[src/common/crc_pkg.sv]
`default_nettype none

package crc_pkg;

	//////////////////////////////////////////////////////////////////////
	// Widths with a meaning on the bus and in the core
	//////////////////////////////////////////////////////////////////////

	// Bus word and CRC word
	typedef logic [31:0] word_t;
	// Register index from HADDR[4:2]
	typedef logic [2:0] reg_addr_t;
	// Low bits of HSIZE, 0 byte, 1 halfword, 2 word
	typedef logic [1:0] bus_size_t;
	// Polynomial width code, 0 is 32, 1 is 16, 2 is 8, 3 is 7
	typedef logic [1:0] poly_size_t;
	// Input reversal, 0 none, 1 per byte, 2 per halfword, 3 whole word
	typedef logic [1:0] rev_in_t;

	//////////////////////////////////////////////////////////////////////
	// Register map
	//////////////////////////////////////////////////////////////////////

	localparam reg_addr_t CRC_DR   = 3'h0;
	localparam reg_addr_t CRC_IDR  = 3'h1;
	localparam reg_addr_t CRC_CR   = 3'h2;
	localparam reg_addr_t CRC_INIT = 3'h4;
	localparam reg_addr_t CRC_POL  = 3'h5;

	// AHB transfer types
	localparam logic [1:0] HTRANS_IDLE   = 2'b00;
	localparam logic [1:0] HTRANS_BUSY   = 2'b01;
	localparam logic [1:0] HTRANS_NONSEQ = 2'b10;
	localparam logic [1:0] HTRANS_SEQ    = 2'b11;

	// AHB-Lite response
	localparam logic RESP_OKAY  = 1'b0;
	localparam logic RESP_ERROR = 1'b1;

	// Reset values, CR fields sit in bits 7:3
	localparam word_t RESET_CR   = 32'h0000_0000;
	localparam word_t RESET_INIT = 32'hFFFF_FFFF;
	localparam word_t RESET_POL  = 32'h04C1_1DB7;

	// Core FSM
	typedef enum logic [0:0]
	{
		CORE_IDLE,
		CORE_SHIFT
	} core_state_t;

endpackage

`default_nettype wire

[src/host/host_interface.sv]
`timescale 1ns/1ps
`default_nettype none

module host_interface
(
	input  wire                     HCLK,
	input  wire                     HRESETn,
	input  wire                     HSElx,
	input  wire crc_pkg::word_t     HADDR,
	input  wire logic [1:0]         HTRANS,
	input  wire logic [2:0]         HSIZE,
	input  wire                     HWRITE,
	input  wire                     HREADY,
	input  wire crc_pkg::word_t     HWDATA,
	output crc_pkg::word_t          HRDATA,
	output logic                    HREADYOUT,
	output logic                    HRESP,
	output crc_pkg::word_t          bus_wr,
	output crc_pkg::bus_size_t      bus_size,
	output logic                    buffer_write_en,
	output logic                    crc_init_en,
	output logic                    crc_idr_en,
	output logic                    crc_poly_en,
	output logic                    reset_chain,
	output crc_pkg::poly_size_t     crc_poly_size,
	output crc_pkg::rev_in_t        rev_in_type,
	output logic                    rev_out_type,
	input  wire crc_pkg::word_t     crc_out,
	input  wire crc_pkg::word_t     crc_init_out,
	input  wire crc_pkg::word_t     crc_poly_out,
	input  wire logic [7:0]         crc_idr_out,
	input  wire                     buffer_full,
	input  wire                     reset_pending,
	input  wire                     read_wait
);

	import crc_pkg::*;

	// Address phase held over into the data phase
	reg_addr_t haddr_pp;
	bus_size_t hsize_pp;
	logic [1:0] htrans_pp;
	logic hwrite_pp;
	logic hsel_pp;

	// CR fields {rev_out, rev_in, poly_size}
	logic [4:0] cr_q;

	logic sample_bus;
	logic ahb_enable;
	logic write_en;
	logic read_en;
	logic dr_sel;
	logic idr_sel;
	logic cr_sel;
	logic init_sel;
	logic pol_sel;
	logic dr_wr;
	logic dr_rd;
	logic init_wr;
	logic cr_en;

	//////////////////////////////////////////////////////////////////////
	// Address pipeline
	//////////////////////////////////////////////////////////////////////

	// Transfer qualifiers
	always_ff @(posedge HCLK)
	begin
		if (!HRESETn)
		begin
			hsel_pp   <= 1'b0;
			htrans_pp <= HTRANS_IDLE;
			hwrite_pp <= 1'b0;
		end
		else if (sample_bus)
		begin
			hsel_pp   <= HSElx;
			htrans_pp <= HTRANS;
			hwrite_pp <= HWRITE;
		end
	end

	// Register index and size
	always_ff @(posedge HCLK)
	begin
		if (sample_bus)
		begin
			haddr_pp <= HADDR[4:2];
			hsize_pp <= HSIZE[1:0];
		end
	end

	// Only NONSEQ counts, BUSY and SEQ fall through as no access
	assign ahb_enable = (htrans_pp == HTRANS_NONSEQ);
	assign write_en   = hsel_pp && hwrite_pp && ahb_enable;
	assign read_en    = hsel_pp && !hwrite_pp && ahb_enable;

	assign dr_sel   = (haddr_pp == CRC_DR);
	assign idr_sel  = (haddr_pp == CRC_IDR);
	assign cr_sel   = (haddr_pp == CRC_CR);
	assign init_sel = (haddr_pp == CRC_INIT);
	assign pol_sel  = (haddr_pp == CRC_POL);

	assign dr_wr   = dr_sel && write_en;
	assign dr_rd   = dr_sel && read_en;
	assign init_wr = init_sel && write_en;

	//////////////////////////////////////////////////////////////////////
	// Wait states and strobes
	//////////////////////////////////////////////////////////////////////

	// Stall on a full buffer, a busy CRC or a reload still to come
	assign HREADYOUT = !((dr_wr && buffer_full) ||
	                     (dr_rd && read_wait) ||
	                     (init_wr && reset_pending));

	assign sample_bus = HREADYOUT && HREADY;

	// Strobes fire once, in the last cycle of the data phase
	assign buffer_write_en = dr_wr && sample_bus;
	assign crc_init_en     = init_wr && sample_bus;
	assign crc_idr_en      = idr_sel && write_en && sample_bus;
	assign crc_poly_en     = pol_sel && write_en && sample_bus;
	assign cr_en           = cr_sel && write_en && sample_bus;

	// CR bit 0 is self clearing, never stored
	assign reset_chain = cr_en && HWDATA[0];

	// Write data is not pipelined
	assign bus_wr   = HWDATA;
	assign bus_size = hsize_pp;
	assign HRESP    = RESP_OKAY;

	// Control register
	always_ff @(posedge HCLK)
	begin
		if (!HRESETn)
			cr_q <= RESET_CR[7:3];
		else if (cr_en)
			cr_q <= HWDATA[7:3];
	end

	assign crc_poly_size = cr_q[1:0];
	assign rev_in_type   = cr_q[3:2];
	assign rev_out_type  = cr_q[4];

	// Read mux
	always_comb
	begin
		case (haddr_pp)
			CRC_DR:   HRDATA = crc_out;
			CRC_IDR:  HRDATA = {24'h0, crc_idr_out};
			CRC_CR:   HRDATA = {24'h0, cr_q, 3'b000};
			CRC_INIT: HRDATA = crc_init_out;
			CRC_POL:  HRDATA = crc_poly_out;
			default:  HRDATA = 32'h0;
		endcase
	end

endmodule

`default_nettype wire

[src/crc_unit/crc_input_buffer.sv]
`timescale 1ns/1ps
`default_nettype none

module crc_input_buffer
(
	input  wire                     HCLK,
	input  wire                     HRESETn,
	input  wire                     buffer_write_en,
	input  wire crc_pkg::word_t     bus_wr,
	input  wire crc_pkg::bus_size_t bus_size,
	input  wire crc_pkg::rev_in_t   rev_in_type,
	input  wire                     byte_take,
	output logic                    byte_valid,
	output logic [7:0]              byte_data,
	output logic                    buffer_full
);

	import crc_pkg::*;

	// Left-justified bytes, top byte goes next
	word_t data_q;
	// Bytes still to hand over
	logic [2:0] count_q;
	word_t data_rev;
	word_t data_just;
	logic [2:0] count_new;

	// Bit reversal within bytes, halfwords or the whole word
	function automatic word_t reverse_in(input word_t w, input rev_in_t mode);
		word_t r;
		for (int i = 0; i < 32; i++)
		begin
			case (mode)
				2'd1:    r[i] = w[(i & ~7) + 7 - (i & 7)];
				2'd2:    r[i] = w[(i & ~15) + 15 - (i & 15)];
				2'd3:    r[i] = w[31 - i];
				default: r[i] = w[i];
			endcase
		end
		return r;
	endfunction

	// Reverse first, then move the low bytes of the size to the top
	always_comb
	begin
		data_rev = reverse_in(bus_wr, rev_in_type);
		case (bus_size)
			2'd0:
			begin
				data_just = {data_rev[7:0], 24'h0};
				count_new = 3'd1;
			end
			2'd1:
			begin
				data_just = {data_rev[15:0], 16'h0};
				count_new = 3'd2;
			end
			default:
			begin
				data_just = data_rev;
				count_new = 3'd4;
			end
		endcase
	end

	// Byte counter, the host never writes while bytes remain
	always_ff @(posedge HCLK)
	begin
		if (!HRESETn)
			count_q <= 3'd0;
		else if (buffer_write_en)
			count_q <= count_new;
		else if (byte_take && count_q != 3'd0)
			count_q <= count_q - 3'd1;
	end

	always_ff @(posedge HCLK)
	begin
		if (buffer_write_en)
			data_q <= data_just;
		else if (byte_take)
			data_q <= data_q << 8;
	end

	assign byte_valid  = (count_q != 3'd0);
	assign buffer_full = (count_q != 3'd0);
	assign byte_data   = data_q[31:24];

endmodule

`default_nettype wire

[src/crc_unit/crc_core.sv]
`timescale 1ns/1ps
`default_nettype none

module crc_core
(
	input  wire                     HCLK,
	input  wire                     HRESETn,
	input  wire                     byte_valid,
	input  wire logic [7:0]         byte_data,
	output logic                    byte_take,
	input  wire crc_pkg::word_t     bus_wr,
	input  wire                     crc_init_en,
	input  wire                     crc_poly_en,
	input  wire                     crc_idr_en,
	input  wire                     reset_chain,
	input  wire crc_pkg::poly_size_t crc_poly_size,
	input  wire                     rev_out_type,
	input  wire                     buffer_full,
	output crc_pkg::word_t          crc_out,
	output crc_pkg::word_t          crc_init_out,
	output crc_pkg::word_t          crc_poly_out,
	output logic [7:0]              crc_idr_out,
	output logic                    reset_pending,
	output logic                    read_wait
);

	import crc_pkg::*;

	core_state_t state_q;
	core_state_t state_next;
	word_t crc_q;
	word_t init_q;
	word_t pol_q;
	logic [7:0] idr_q;
	logic reload;
	// Low n bits set for the chosen width
	word_t mask;
	logic [4:0] rev_shift;
	word_t crc_mask;
	word_t crc_flip;

	// All eight bits of one byte, MSB first, no final XOR
	function automatic word_t crc_fold(input word_t crc_in, input logic [7:0] data,
		input word_t poly, input word_t width);
		word_t crc;
		word_t top;
		logic fb;
		crc = crc_in & width;
		// Single bit at position n-1
		top = width ^ (width >> 1);
		for (int i = 7; i >= 0; i--)
		begin
			fb = (|(crc & top)) ^ data[i];
			crc = (crc << 1) & width;
			if (fb)
				crc = crc ^ (poly & width);
		end
		return crc;
	endfunction

	//////////////////////////////////////////////////////////////////////
	// Byte FSM
	//////////////////////////////////////////////////////////////////////

	// Idle means the last byte went in a cycle ago or earlier,
	// so any buffered data arrived after the reset request
	assign reload    = reset_pending && (state_q == CORE_IDLE);
	assign byte_take = byte_valid && !reload;

	always_comb
	begin
		case (state_q)
			CORE_IDLE:  state_next = byte_take ? CORE_SHIFT : CORE_IDLE;
			CORE_SHIFT: state_next = byte_take ? CORE_SHIFT : CORE_IDLE;
			default:    state_next = CORE_IDLE;
		endcase
	end

	always_ff @(posedge HCLK)
	begin
		if (!HRESETn)
		begin
			state_q       <= CORE_IDLE;
			reset_pending <= 1'b0;
			crc_q         <= RESET_INIT;
			init_q        <= RESET_INIT;
			pol_q         <= RESET_POL;
			idr_q         <= 8'h00;
		end
		else
		begin
			state_q <= state_next;
			// A new request wins over a reload in the same cycle
			if (reset_chain)
				reset_pending <= 1'b1;
			else if (reload)
				reset_pending <= 1'b0;
			if (crc_init_en)
				init_q <= bus_wr;
			if (crc_poly_en)
				pol_q <= bus_wr;
			if (crc_idr_en)
				idr_q <= bus_wr[7:0];
			if (reload)
				crc_q <= init_q;
			else if (byte_take)
				crc_q <= crc_fold(crc_q, byte_data, pol_q, mask);
		end
	end

	//////////////////////////////////////////////////////////////////////
	// Width and output reversal
	//////////////////////////////////////////////////////////////////////

	always_comb
	begin
		case (crc_poly_size)
			2'd1:    mask = 32'h0000_FFFF;
			2'd2:    mask = 32'h0000_00FF;
			2'd3:    mask = 32'h0000_007F;
			default: mask = 32'hFFFF_FFFF;
		endcase
		// 32 minus n
		case (crc_poly_size)
			2'd1:    rev_shift = 5'd16;
			2'd2:    rev_shift = 5'd24;
			2'd3:    rev_shift = 5'd25;
			default: rev_shift = 5'd0;
		endcase
		crc_mask = crc_q & mask;
		crc_flip = {<<{crc_mask}};
		crc_out  = rev_out_type ? (crc_flip >> rev_shift) : crc_mask;
	end

	// Reads of DR also hold off until a requested reload is done
	assign read_wait    = buffer_full || (state_q == CORE_SHIFT) || reset_pending;
	assign crc_init_out = init_q;
	assign crc_poly_out = pol_q;
	assign crc_idr_out  = idr_q;

endmodule

`default_nettype wire

[src/logic/crc_ahb.sv]
`timescale 1ns/1ps
`default_nettype none

module crc_ahb
(
	input  wire                 HCLK,
	input  wire                 HRESETn,
	input  wire                 HSElx,
	input  wire crc_pkg::word_t HADDR,
	input  wire logic [1:0]     HTRANS,
	input  wire logic [2:0]     HSIZE,
	input  wire                 HWRITE,
	input  wire                 HREADY,
	input  wire crc_pkg::word_t HWDATA,
	output crc_pkg::word_t      HRDATA,
	output logic                HREADYOUT,
	output logic                HRESP
);

	import crc_pkg::*;

	// Host to buffer and core
	word_t bus_wr;
	bus_size_t bus_size;
	logic buffer_write_en;
	logic crc_init_en;
	logic crc_idr_en;
	logic crc_poly_en;
	logic reset_chain;
	poly_size_t crc_poly_size;
	rev_in_t rev_in_type;
	logic rev_out_type;

	// Core back to host
	word_t crc_out;
	word_t crc_init_out;
	word_t crc_poly_out;
	logic [7:0] crc_idr_out;
	logic reset_pending;
	logic read_wait;

	// Buffer and core byte path
	logic buffer_full;
	logic byte_valid;
	logic byte_take;
	logic [7:0] byte_data;

	//////////////////////////////////////////////////////////////////////
	// Bus side
	//////////////////////////////////////////////////////////////////////

	host_interface u_host_interface
	(
		.HCLK            (HCLK),
		.HRESETn         (HRESETn),
		.HSElx           (HSElx),
		.HADDR           (HADDR),
		.HTRANS          (HTRANS),
		.HSIZE           (HSIZE),
		.HWRITE          (HWRITE),
		.HREADY          (HREADY),
		.HWDATA          (HWDATA),
		.HRDATA          (HRDATA),
		.HREADYOUT       (HREADYOUT),
		.HRESP           (HRESP),
		.bus_wr          (bus_wr),
		.bus_size        (bus_size),
		.buffer_write_en (buffer_write_en),
		.crc_init_en     (crc_init_en),
		.crc_idr_en      (crc_idr_en),
		.crc_poly_en     (crc_poly_en),
		.reset_chain     (reset_chain),
		.crc_poly_size   (crc_poly_size),
		.rev_in_type     (rev_in_type),
		.rev_out_type    (rev_out_type),
		.crc_out         (crc_out),
		.crc_init_out    (crc_init_out),
		.crc_poly_out    (crc_poly_out),
		.crc_idr_out     (crc_idr_out),
		.buffer_full     (buffer_full),
		.reset_pending   (reset_pending),
		.read_wait       (read_wait)
	);

	// Data register staging
	crc_input_buffer u_crc_input_buffer
	(
		.HCLK            (HCLK),
		.HRESETn         (HRESETn),
		.buffer_write_en (buffer_write_en),
		.bus_wr          (bus_wr),
		.bus_size        (bus_size),
		.rev_in_type     (rev_in_type),
		.byte_take       (byte_take),
		.byte_valid      (byte_valid),
		.byte_data       (byte_data),
		.buffer_full     (buffer_full)
	);

	// CRC engine and its registers
	crc_core u_crc_core
	(
		.HCLK          (HCLK),
		.HRESETn       (HRESETn),
		.byte_valid    (byte_valid),
		.byte_data     (byte_data),
		.byte_take     (byte_take),
		.bus_wr        (bus_wr),
		.crc_init_en   (crc_init_en),
		.crc_poly_en   (crc_poly_en),
		.crc_idr_en    (crc_idr_en),
		.reset_chain   (reset_chain),
		.crc_poly_size (crc_poly_size),
		.rev_out_type  (rev_out_type),
		.buffer_full   (buffer_full),
		.crc_out       (crc_out),
		.crc_init_out  (crc_init_out),
		.crc_poly_out  (crc_poly_out),
		.crc_idr_out   (crc_idr_out),
		.reset_pending (reset_pending),
		.read_wait     (read_wait)
	);

endmodule

`default_nettype wire

[config.mk]
export PLATFORM = sky130hd
export DESIGN_NAME = crc_ahb
export DESIGN_NICKNAME = d
export VERILOG_FILES = /design/src/common/crc_pkg.sv /design/src/host/host_interface.sv /design/src/crc_unit/crc_input_buffer.sv /design/src/crc_unit/crc_core.sv /design/src/logic/crc_ahb.sv
export SDC_FILE = /design/constraint.sdc
export NUM_CORES = 1
export LEC_CHECK = 0
export BUFFER_PORTS_ARGS = -buffer_cell sky130_fd_sc_hd__buf_2
export CAP_MARGIN = 5
export CORE_ASPECT_RATIO = 1.5
export CORE_MARGIN = 10
export CORE_UTILIZATION = 60
export DETAILED_ROUTE_END_ITERATION = 8
export GPL_ROUTABILITY_DRIVEN = 0
export GPL_TIMING_DRIVEN = 0
export MAX_ROUTING_LAYER = met4
export PLACE_DENSITY = 0.8
export SLEW_MARGIN = 40
export SYNTH_ARGS = -nofsm -noshare
export SYNTH_HDL_FRONTEND = slang
export SYNTH_SLANG_ARGS = --single-unit
[constraint.sdc]
create_clock -name HCLK -period 8.68 [get_ports HCLK]
set_input_delay 1.736 -clock HCLK [delete_from_list [all_inputs] [get_ports HCLK]]
set_output_delay 1.736 -clock HCLK [all_outputs]
set_load 0.01 [all_outputs]
; ---- After elaboration in Yosys (flattened, before gate mapping)
; Cells that the tools add are included.
[op_classes]
addsub = 1
n_mul = 0
div = 0
n_lt_le_gt_ge = 0
n_eq_ne = 12
n_shift = 1
mux = 76
n_bitwise = 36
reduce_logical = 45
[op_table]
columns = op, count
row1 = 32-bit two-way mux, 34
row2 = 32-bit AND, 18
row3 = 32-bit OR reduction, 8
row4 = 32-bit bitwise XOR, 8
row5 = 32-bit case mux with 5 select lines, 1
row6 = 1-bit case mux with 3 select lines, 32
row7 = 32-bit case mux with 3 select lines, 1
row8 = 32-bit case mux with 2 select lines, 1
row9 = 32-bit by 5-bit right shift with 32-bit output, 1
row10 = 32-bit by 31-bit bitwise XOR with 32-bit output, 1
row11 = 1-bit logical AND, 23
row12 = 5-bit case mux with 3 select lines, 1
row13 = "2-bit == test, second input constant", 5
row14 = 2-bit nonzero test, 4
row15 = 1-bit bitwise XOR, 8
row16 = "2-bit by 1-bit == test with 1-bit output, second input constant", 3
row17 = "3-bit == test, second input constant", 2
row18 = 3-bit two-way mux, 2
row19 = 3-bit case mux with 2 select lines, 1
row20 = 1-bit logical OR, 4
row21 = "3-bit by 1-bit == test with 1-bit output, second input constant", 1
row22 = "3-bit by 2-bit == test with 1-bit output, second input constant", 1
row23 = 1-bit zero test, 3
row24 = 3-bit zero test, 1
row25 = 5 further kinds, 7
[word_totals]
reg_bits = 155
latch_bits = 0
ram_bits = 0
rom_bits = 0
inputBits = 74
mem_count = 0

; ---- Longest topological paths before layout
[depth]
word_depth = 58
mapped_depth = 33
mapped_depth_nobuf = 25

; ---- Modules after synthesis
; Synthesis repeated with hierarchy kept, for this count alone.
[unflattened]
cells_unflattened = 1676
area_unflattened_um2 = 14305.0
[modules_own_cells]
columns = mod, n_inst, cells_per_inst, area_each_um2, seq_area_each_um2
row1 = crc_core, 1, 1233, 9611.7, 2122.0
row2 = crc_input_buffer, 1, 225, 2869.0, 1021.0
row3 = host_interface, 1, 218, 1824.2, 330.3

; ---- Worst setup path before layout
; Ideal clock, no wire load.
[synth_timing]
path_kind = register to register
start = register u_host_interface.cr_q[0]
end = register u_crc_core.crc_q[14]
setup_time_ns = 0.122
arrival_time_ns = 7.779
slack_ns = 0.779
path_stages_with_launch = 32
synth_period_minus_slack_ns = 7.901
cell_sequence = dfxtp_1 -> buf_2 -> mux4_2 -> xor2_1 -> clkbuf_1 -> nand2_1 -> xor2_1 -> nor2_1 -> xnor2_1 -> o32ai_1 -> or3_1 -> buf_2 -> and4_1 -> or2_1 -> o31ai_1 -> and2_1 -> mux2_2 -> or4_1 -> buf_2 -> nand4_1 -> a21oi_1 -> a221o_1 -> a211o_1 -> or4_4 -> and3_1 -> xnor2_2 -> a2111oi_4 -> xnor2_1 -> buf_2 -> buf_6 -> nand2_1 -> a311o_1
[synth_between]
elab_chain_cells = 58
word_cells_on_any_way = 78
classes_between = eq/ne: 3 / mux: 32 / bitwise: 35 / reduce/logical: 8
[synth_rtl]
columns = item, line
row1 = "start, declared", host_interface.sv:47  ; logic [4:0] cr_q;
row2 = "start signal, assigned", host_interface.sv:139  ; cr_q <= RESET_CR[7:3];
row3 = "start signal, assigned", host_interface.sv:141  ; cr_q <= HWDATA[7:3];
row4 = 2-bit == test / 2-bit by 1-bit == test with 1-bit output (equally long branches), crc_core.sv:117  ; case (crc_poly_size)
row5 = 32-bit case mux with 3 select lines *, crc_core.sv:117
row6 = 32-bit by 31-bit bitwise XOR with 32-bit output / 32-bit AND (equally long branches), "crc_core.sv:50, crc_core.sv:48"
row7 = 32-bit AND, crc_core.sv:53  ; fb = (|(crc & top)) ^ data[i];
row8 = 32-bit OR reduction, crc_core.sv:53
row9 = 1-bit bitwise XOR, crc_core.sv:53
row10 = 32-bit two-way mux, crc_core.sv:55  ; if (fb)
row11 = 32-bit two-way mux, crc_core.sv:106  ; else if (byte_take)
row12 = [... 42 more ...], --
row13 = 32-bit two-way mux, crc_core.sv:104  ; if (reload)
row14 = 32-bit two-way mux, crc_core.sv:81  ; if (!HRESETn)
row15 = 32-bit AND, crc_core.sv:53
row16 = 32-bit OR reduction, crc_core.sv:53
row17 = 1-bit bitwise XOR, crc_core.sv:53
row18 = 32-bit two-way mux *, crc_core.sv:55
row19 = 32-bit two-way mux *, crc_core.sv:106
row20 = 32-bit two-way mux *, crc_core.sv:104
row21 = "end signal, assigned", crc_core.sv:105  ; crc_q <= init_q;
row22 = "end signal, assigned", crc_core.sv:107  ; crc_q <= crc_fold(crc_q, byte_data, pol_q, mask);
row23 = "end, declared", crc_core.sv:31  ; word_t crc_q;
; Mark *: on every way between the ends. The rest lies on a longest branch, timed or not. The select of a mux whose other input is x is not followed.
; A chain may end at the register's enable or synchronous reset.

; ---- Worst setup path in the final report
[layout_timing]
start = register u_crc_core.crc_q[15]
end = register u_crc_core.crc_q[14]
[layout_between]
elab_chain_cells = 56
word_cells_on_any_way = 72
classes_between = mux: 31 / bitwise: 33 / reduce/logical: 8
[layout_rtl]
columns = item, line
row1 = 32-bit AND *, crc_core.sv:48  ; crc = crc_in & width;
row2 = 32-bit AND, crc_core.sv:53
row3 = 32-bit OR reduction, crc_core.sv:53
row4 = 1-bit bitwise XOR, crc_core.sv:53
row5 = 32-bit two-way mux *, crc_core.sv:55
row6 = 32-bit two-way mux *, crc_core.sv:106
row7 = 32-bit two-way mux *, crc_core.sv:104
row8 = 32-bit two-way mux *, crc_core.sv:81
row9 = [... 40 more ...], --
row10 = 32-bit two-way mux *, crc_core.sv:104
row11 = 32-bit two-way mux *, crc_core.sv:81
row12 = 32-bit AND, crc_core.sv:53
row13 = 32-bit OR reduction, crc_core.sv:53
row14 = 1-bit bitwise XOR, crc_core.sv:53
row15 = 32-bit two-way mux *, crc_core.sv:55
row16 = 32-bit two-way mux *, crc_core.sv:106
row17 = 32-bit two-way mux *, crc_core.sv:104
; Marks and branches as above.

==> results.sh <==
export IMPL_drt_wl_total_um=55600
export IMPL_cts_root_buf="clkbuf_16"
export IMPL_avgViaCountPerCell=6.95
export IMPL_cts_clk_slew_worst_paths_ns=0.07
export IMPL_grt_pass1_wl_um=82800
export IMPL_hold_viol_final=0
export IMPL_drc=10
export IMPL_drive_gt1_frac=0.125
export IMPL_timing_fmax_mhz=117
export IMPL_ant_nets=0
export IMPL_drt_iter0_markers=2314
export IMPL_core_area_mm2=0.0224
export IMPL_violations="design-rule violations"
export IMPL_rows=67
export IMPL_outcome="complete, but fails checks"
export IMPL_cts_tree="built"
export IMPL_cp_common_cell="mux2i_1"
export IMPL_dpl_hpwl_um=40700
export IMPL_syn_avg_cell_area_um2=7.59
export IMPL_cts_sinks=155
export IMPL_start_kind="flip-flop"
export IMPL_grt_pass1_vias=14041
export IMPL_synth_edf_count=37
export IMPL_start_util=0.608
export IMPL_hp_class="flip-flop to flip-flop"
export IMPL_synth_top_area_cell="dfxtp_1"
export IMPL_period_needed_ns=8.55
export IMPL_tightest_slew_ns=0.938
export IMPL_powerDensity_mw_per_mm2=455
export IMPL_top_layer="met4"
export IMPL_wl_met1_um=18000
export IMPL_fin_nets=1969
export IMPL_drv_slew=0
export IMPL_holdBufCountCts=0
export IMPL_drt_wirelength_per_cell_um=25.5
export IMPL_dieArea_mm2=0.0292
export IMPL_yosysTopAreaCellShare=0.174
export IMPL_syn_area_mm2=0.0136
export IMPL_grt_antenna_before_repair=1
export IMPL_irDropWorstVdd_mv=0.320
export IMPL_synthTopCellsByCount="470 x nand2_1, 148 x xnor2_1, 130 x clkbuf_1"
export IMPL_io_pins=108
export IMPL_yosys_warnings=0
export IMPL_tns_ns=0
export IMPL_critical_path_class="flip-flop to flip-flop"
export IMPL_endpoint_kind="flip-flop"
export IMPL_ys_flop_type="dfxtp_1"
export IMPL_fin_worst_skew_ns=0.00962
export IMPL_synth_yosys_seq_area_share=0.255
export IMPL_postLayoutCellArea_mm2=0.0152
export IMPL_path_max_fanout=10
export IMPL_first_pass_iters=9
export IMPL_yosysMostFrequentCell="nand2_1"
export IMPL_postSynthCellCount=1794
export IMPL_ys_seq_elements=155
export IMPL_die_w_um=143
export IMPL_grt_ovfl_total=0
export IMPL_worstSkewPairLatency_ns=0.44
export IMPL_die_y_um=204
export IMPL_mappedNetlistNets=1870
export IMPL_port_buffers=75
export IMPL_ys_top_cells_by_area="dfxtp_1 17%, nand2_1 13%, xnor2_1 9.5%, edfxtp_1 8.2%, mux4_2 6.5%"
export IMPL_final_util=0.680
export IMPL_vias=15181
export IMPL_critPathSlowestCell="dfxtp_1"
export IMPL_arrival_ns=8.87
export IMPL_cap_violations=0
export IMPL_crit_family="compound AO/OA/AOI/OAI gates"
export IMPL_ys_types=86
export IMPL_critPathRequiredTime_ns=9.00
export IMPL_area_growth_pct=11.9
export IMPL_cp_slowest_stage_delay_ns=0.64
export IMPL_post_route_period_util=0.985
export IMPL_leakagePower_nw=5.93
export IMPL_worst_path_buf_inv=5
export IMPL_clk_path_buf_depth=2
export IMPL_grt_total_usage=0.382
export IMPL_cts_buffers=17
export IMPL_grt_max_degree=34
export IMPL_dr_wl_met2_um=24300
export IMPL_nFillCells=1827
export IMPL_ys_async_sr_fraction=0
export IMPL_met3_length_um=7020
export IMPL_relSlewSlack=0.375
export IMPL_setup_violations=0
export IMPL_placed_area_mm2=0.0143
export IMPL_htreeDepth=4
placed cells by master, fill, tap and decap left out, types with 17 or more instances in the layout:
cell type and n:
xnor2_1 143, a21oi_1 77, buf_1 19, edfxtp_1 37, clkbuf_16 19, xor2_1 59, mux2i_1 59, a22oi_1 18
mux4_2 39, buf_2 81, nand2_1 469, nor3_1 23, mux2_2 21, o21ai_0 45, nor2b_1 18, clkbuf_1 125
nand4_1 17, nand3_1 84, and3_1 54, nor2_1 92, a21boi_0 26, dfxtp_1 114
power by group:
| part | total [mW] | leakage, nW | switching [mW] | internal [mW] |
|---|---|---|---|---|
| Clock | 0.761 | 0.293 | 0.320 | 0.441 |
| Combinational | 4.98 | 4.31 | 3.04 | 1.95 |
| Sequential | 1.18 | 1.33 | 0.233 | 0.951 |
| Total | 6.93 | 5.93 | 3.59 | 3.34 |
flip-flops by register name (all words and copies together), names as in the netlist:
signal	flops
u_crc_core.crc_init_out	32
u_crc_core.crc_poly_out	32
u_crc_core.crc_q	32
u_crc_input_buffer.data_q	32
u_crc_core.crc_idr_out	8
u_host_interface.cr_q	5
u_crc_input_buffer.count_q	3
u_host_interface.haddr_pp	3
u_host_interface.bus_size	2
u_host_interface.htrans_pp	2
u_crc_core.reset_pending	1
u_crc_core.state_q	1
u_host_interface.hsel_pp	1
u_host_interface.hwrite_pp	1
cell type report:
class / instances / area (um2) / area share
Multi-Input combinational cell: 1462 / 9650 / 0.634
Sequential cell: 155 / 3480 / 0.228
Buffer: 163 / 684 / 0.0450
Clock buffer: 22 / 497 / 0.0326
Timing Repair Buffer: 82 / 425 / 0.0279
Tap cell: 276 / 345 / 0.0227
Clock inverter: 10 / 101 / 0.00666
Inverter: 12 / 45.0 / 0.00296
Antenna cell: 1 / 2.50 / 0.000164
worst register-to-register path, delay by kind of cell, from the launching register on:
kind,cells,cell delay [ns]
mux,6,1.74
simple gates,9,2.11
xor+xnor,3,0.55
buf+inv,5,1.01
flops,1,0.64
compound gates,7,2.38
worst paths after layout:
check / startpoint / to / slack (ns) / cells past startpoint
max: u_crc_core.crc_q[15] / u_crc_core.crc_q[14] / 0.13 / 30
min: u_host_interface.hsel_pp / u_host_interface.hsel_pp / 0.48 / 2
max reg2reg: u_crc_core.crc_q[15] / u_crc_core.crc_q[14] / 0.13 / 30
min reg2reg: u_host_interface.hsel_pp / u_host_interface.hsel_pp / 0.48 / 2
cell families (layout without fill, tap and decap cells):
| logic type | count (synthesis) | count (layout) | synth area share |
|---|---|---|---|
| adders and majority gates | 2 | 2 | 0.00184 |
| other | 1 | 2 | 0.000276 |
| buffers and inverters | 177 | 289 | 0.0513 |
| muxes | 126 | 126 | 0.131 |
| DFF | 155 | 155 | 0.255 |
| and+or+nand+nor | 823 | 823 | 0.270 |
| AOI/OAI and AO/OA | 299 | 299 | 0.153 |
| xor gates and xnor gates | 211 | 211 | 0.137 |
stage by stage:
step / hold slack, ns / power (mW) / setup WS (ns) / cells
floorplan: 0.444 / 4.65 / 0.779 / 1794
global placement: 0.456 / 5.70 / -0.976 / 2145
detailed placement: 0.474 / 5.77 / -1.09 / 2145
CTS: 0.484 / 6.59 / 0.0147 / 2177
global route: 0.511 / 7.25 / -0.0940 / 2183
finish: 0.483 / 6.93 / 0.131 / 2183
repair_timing:
action	4_1_cts	5_1_grt
setup endpoints to repair	32	32
cloned	0	0
buffers inserted	1	5
gates resized for setup	13	40
endpoints found under the hold margin	0	0
pin swaps	1	7
routing by layer:
layer	global-route usage	vias to the layer above
met5	-	-
met4	0.322	0
met3	0.0970	468
met2	0.574	1415
met1	0.416	6801
li1	-	6497
(Power assumes the default switching activity.)
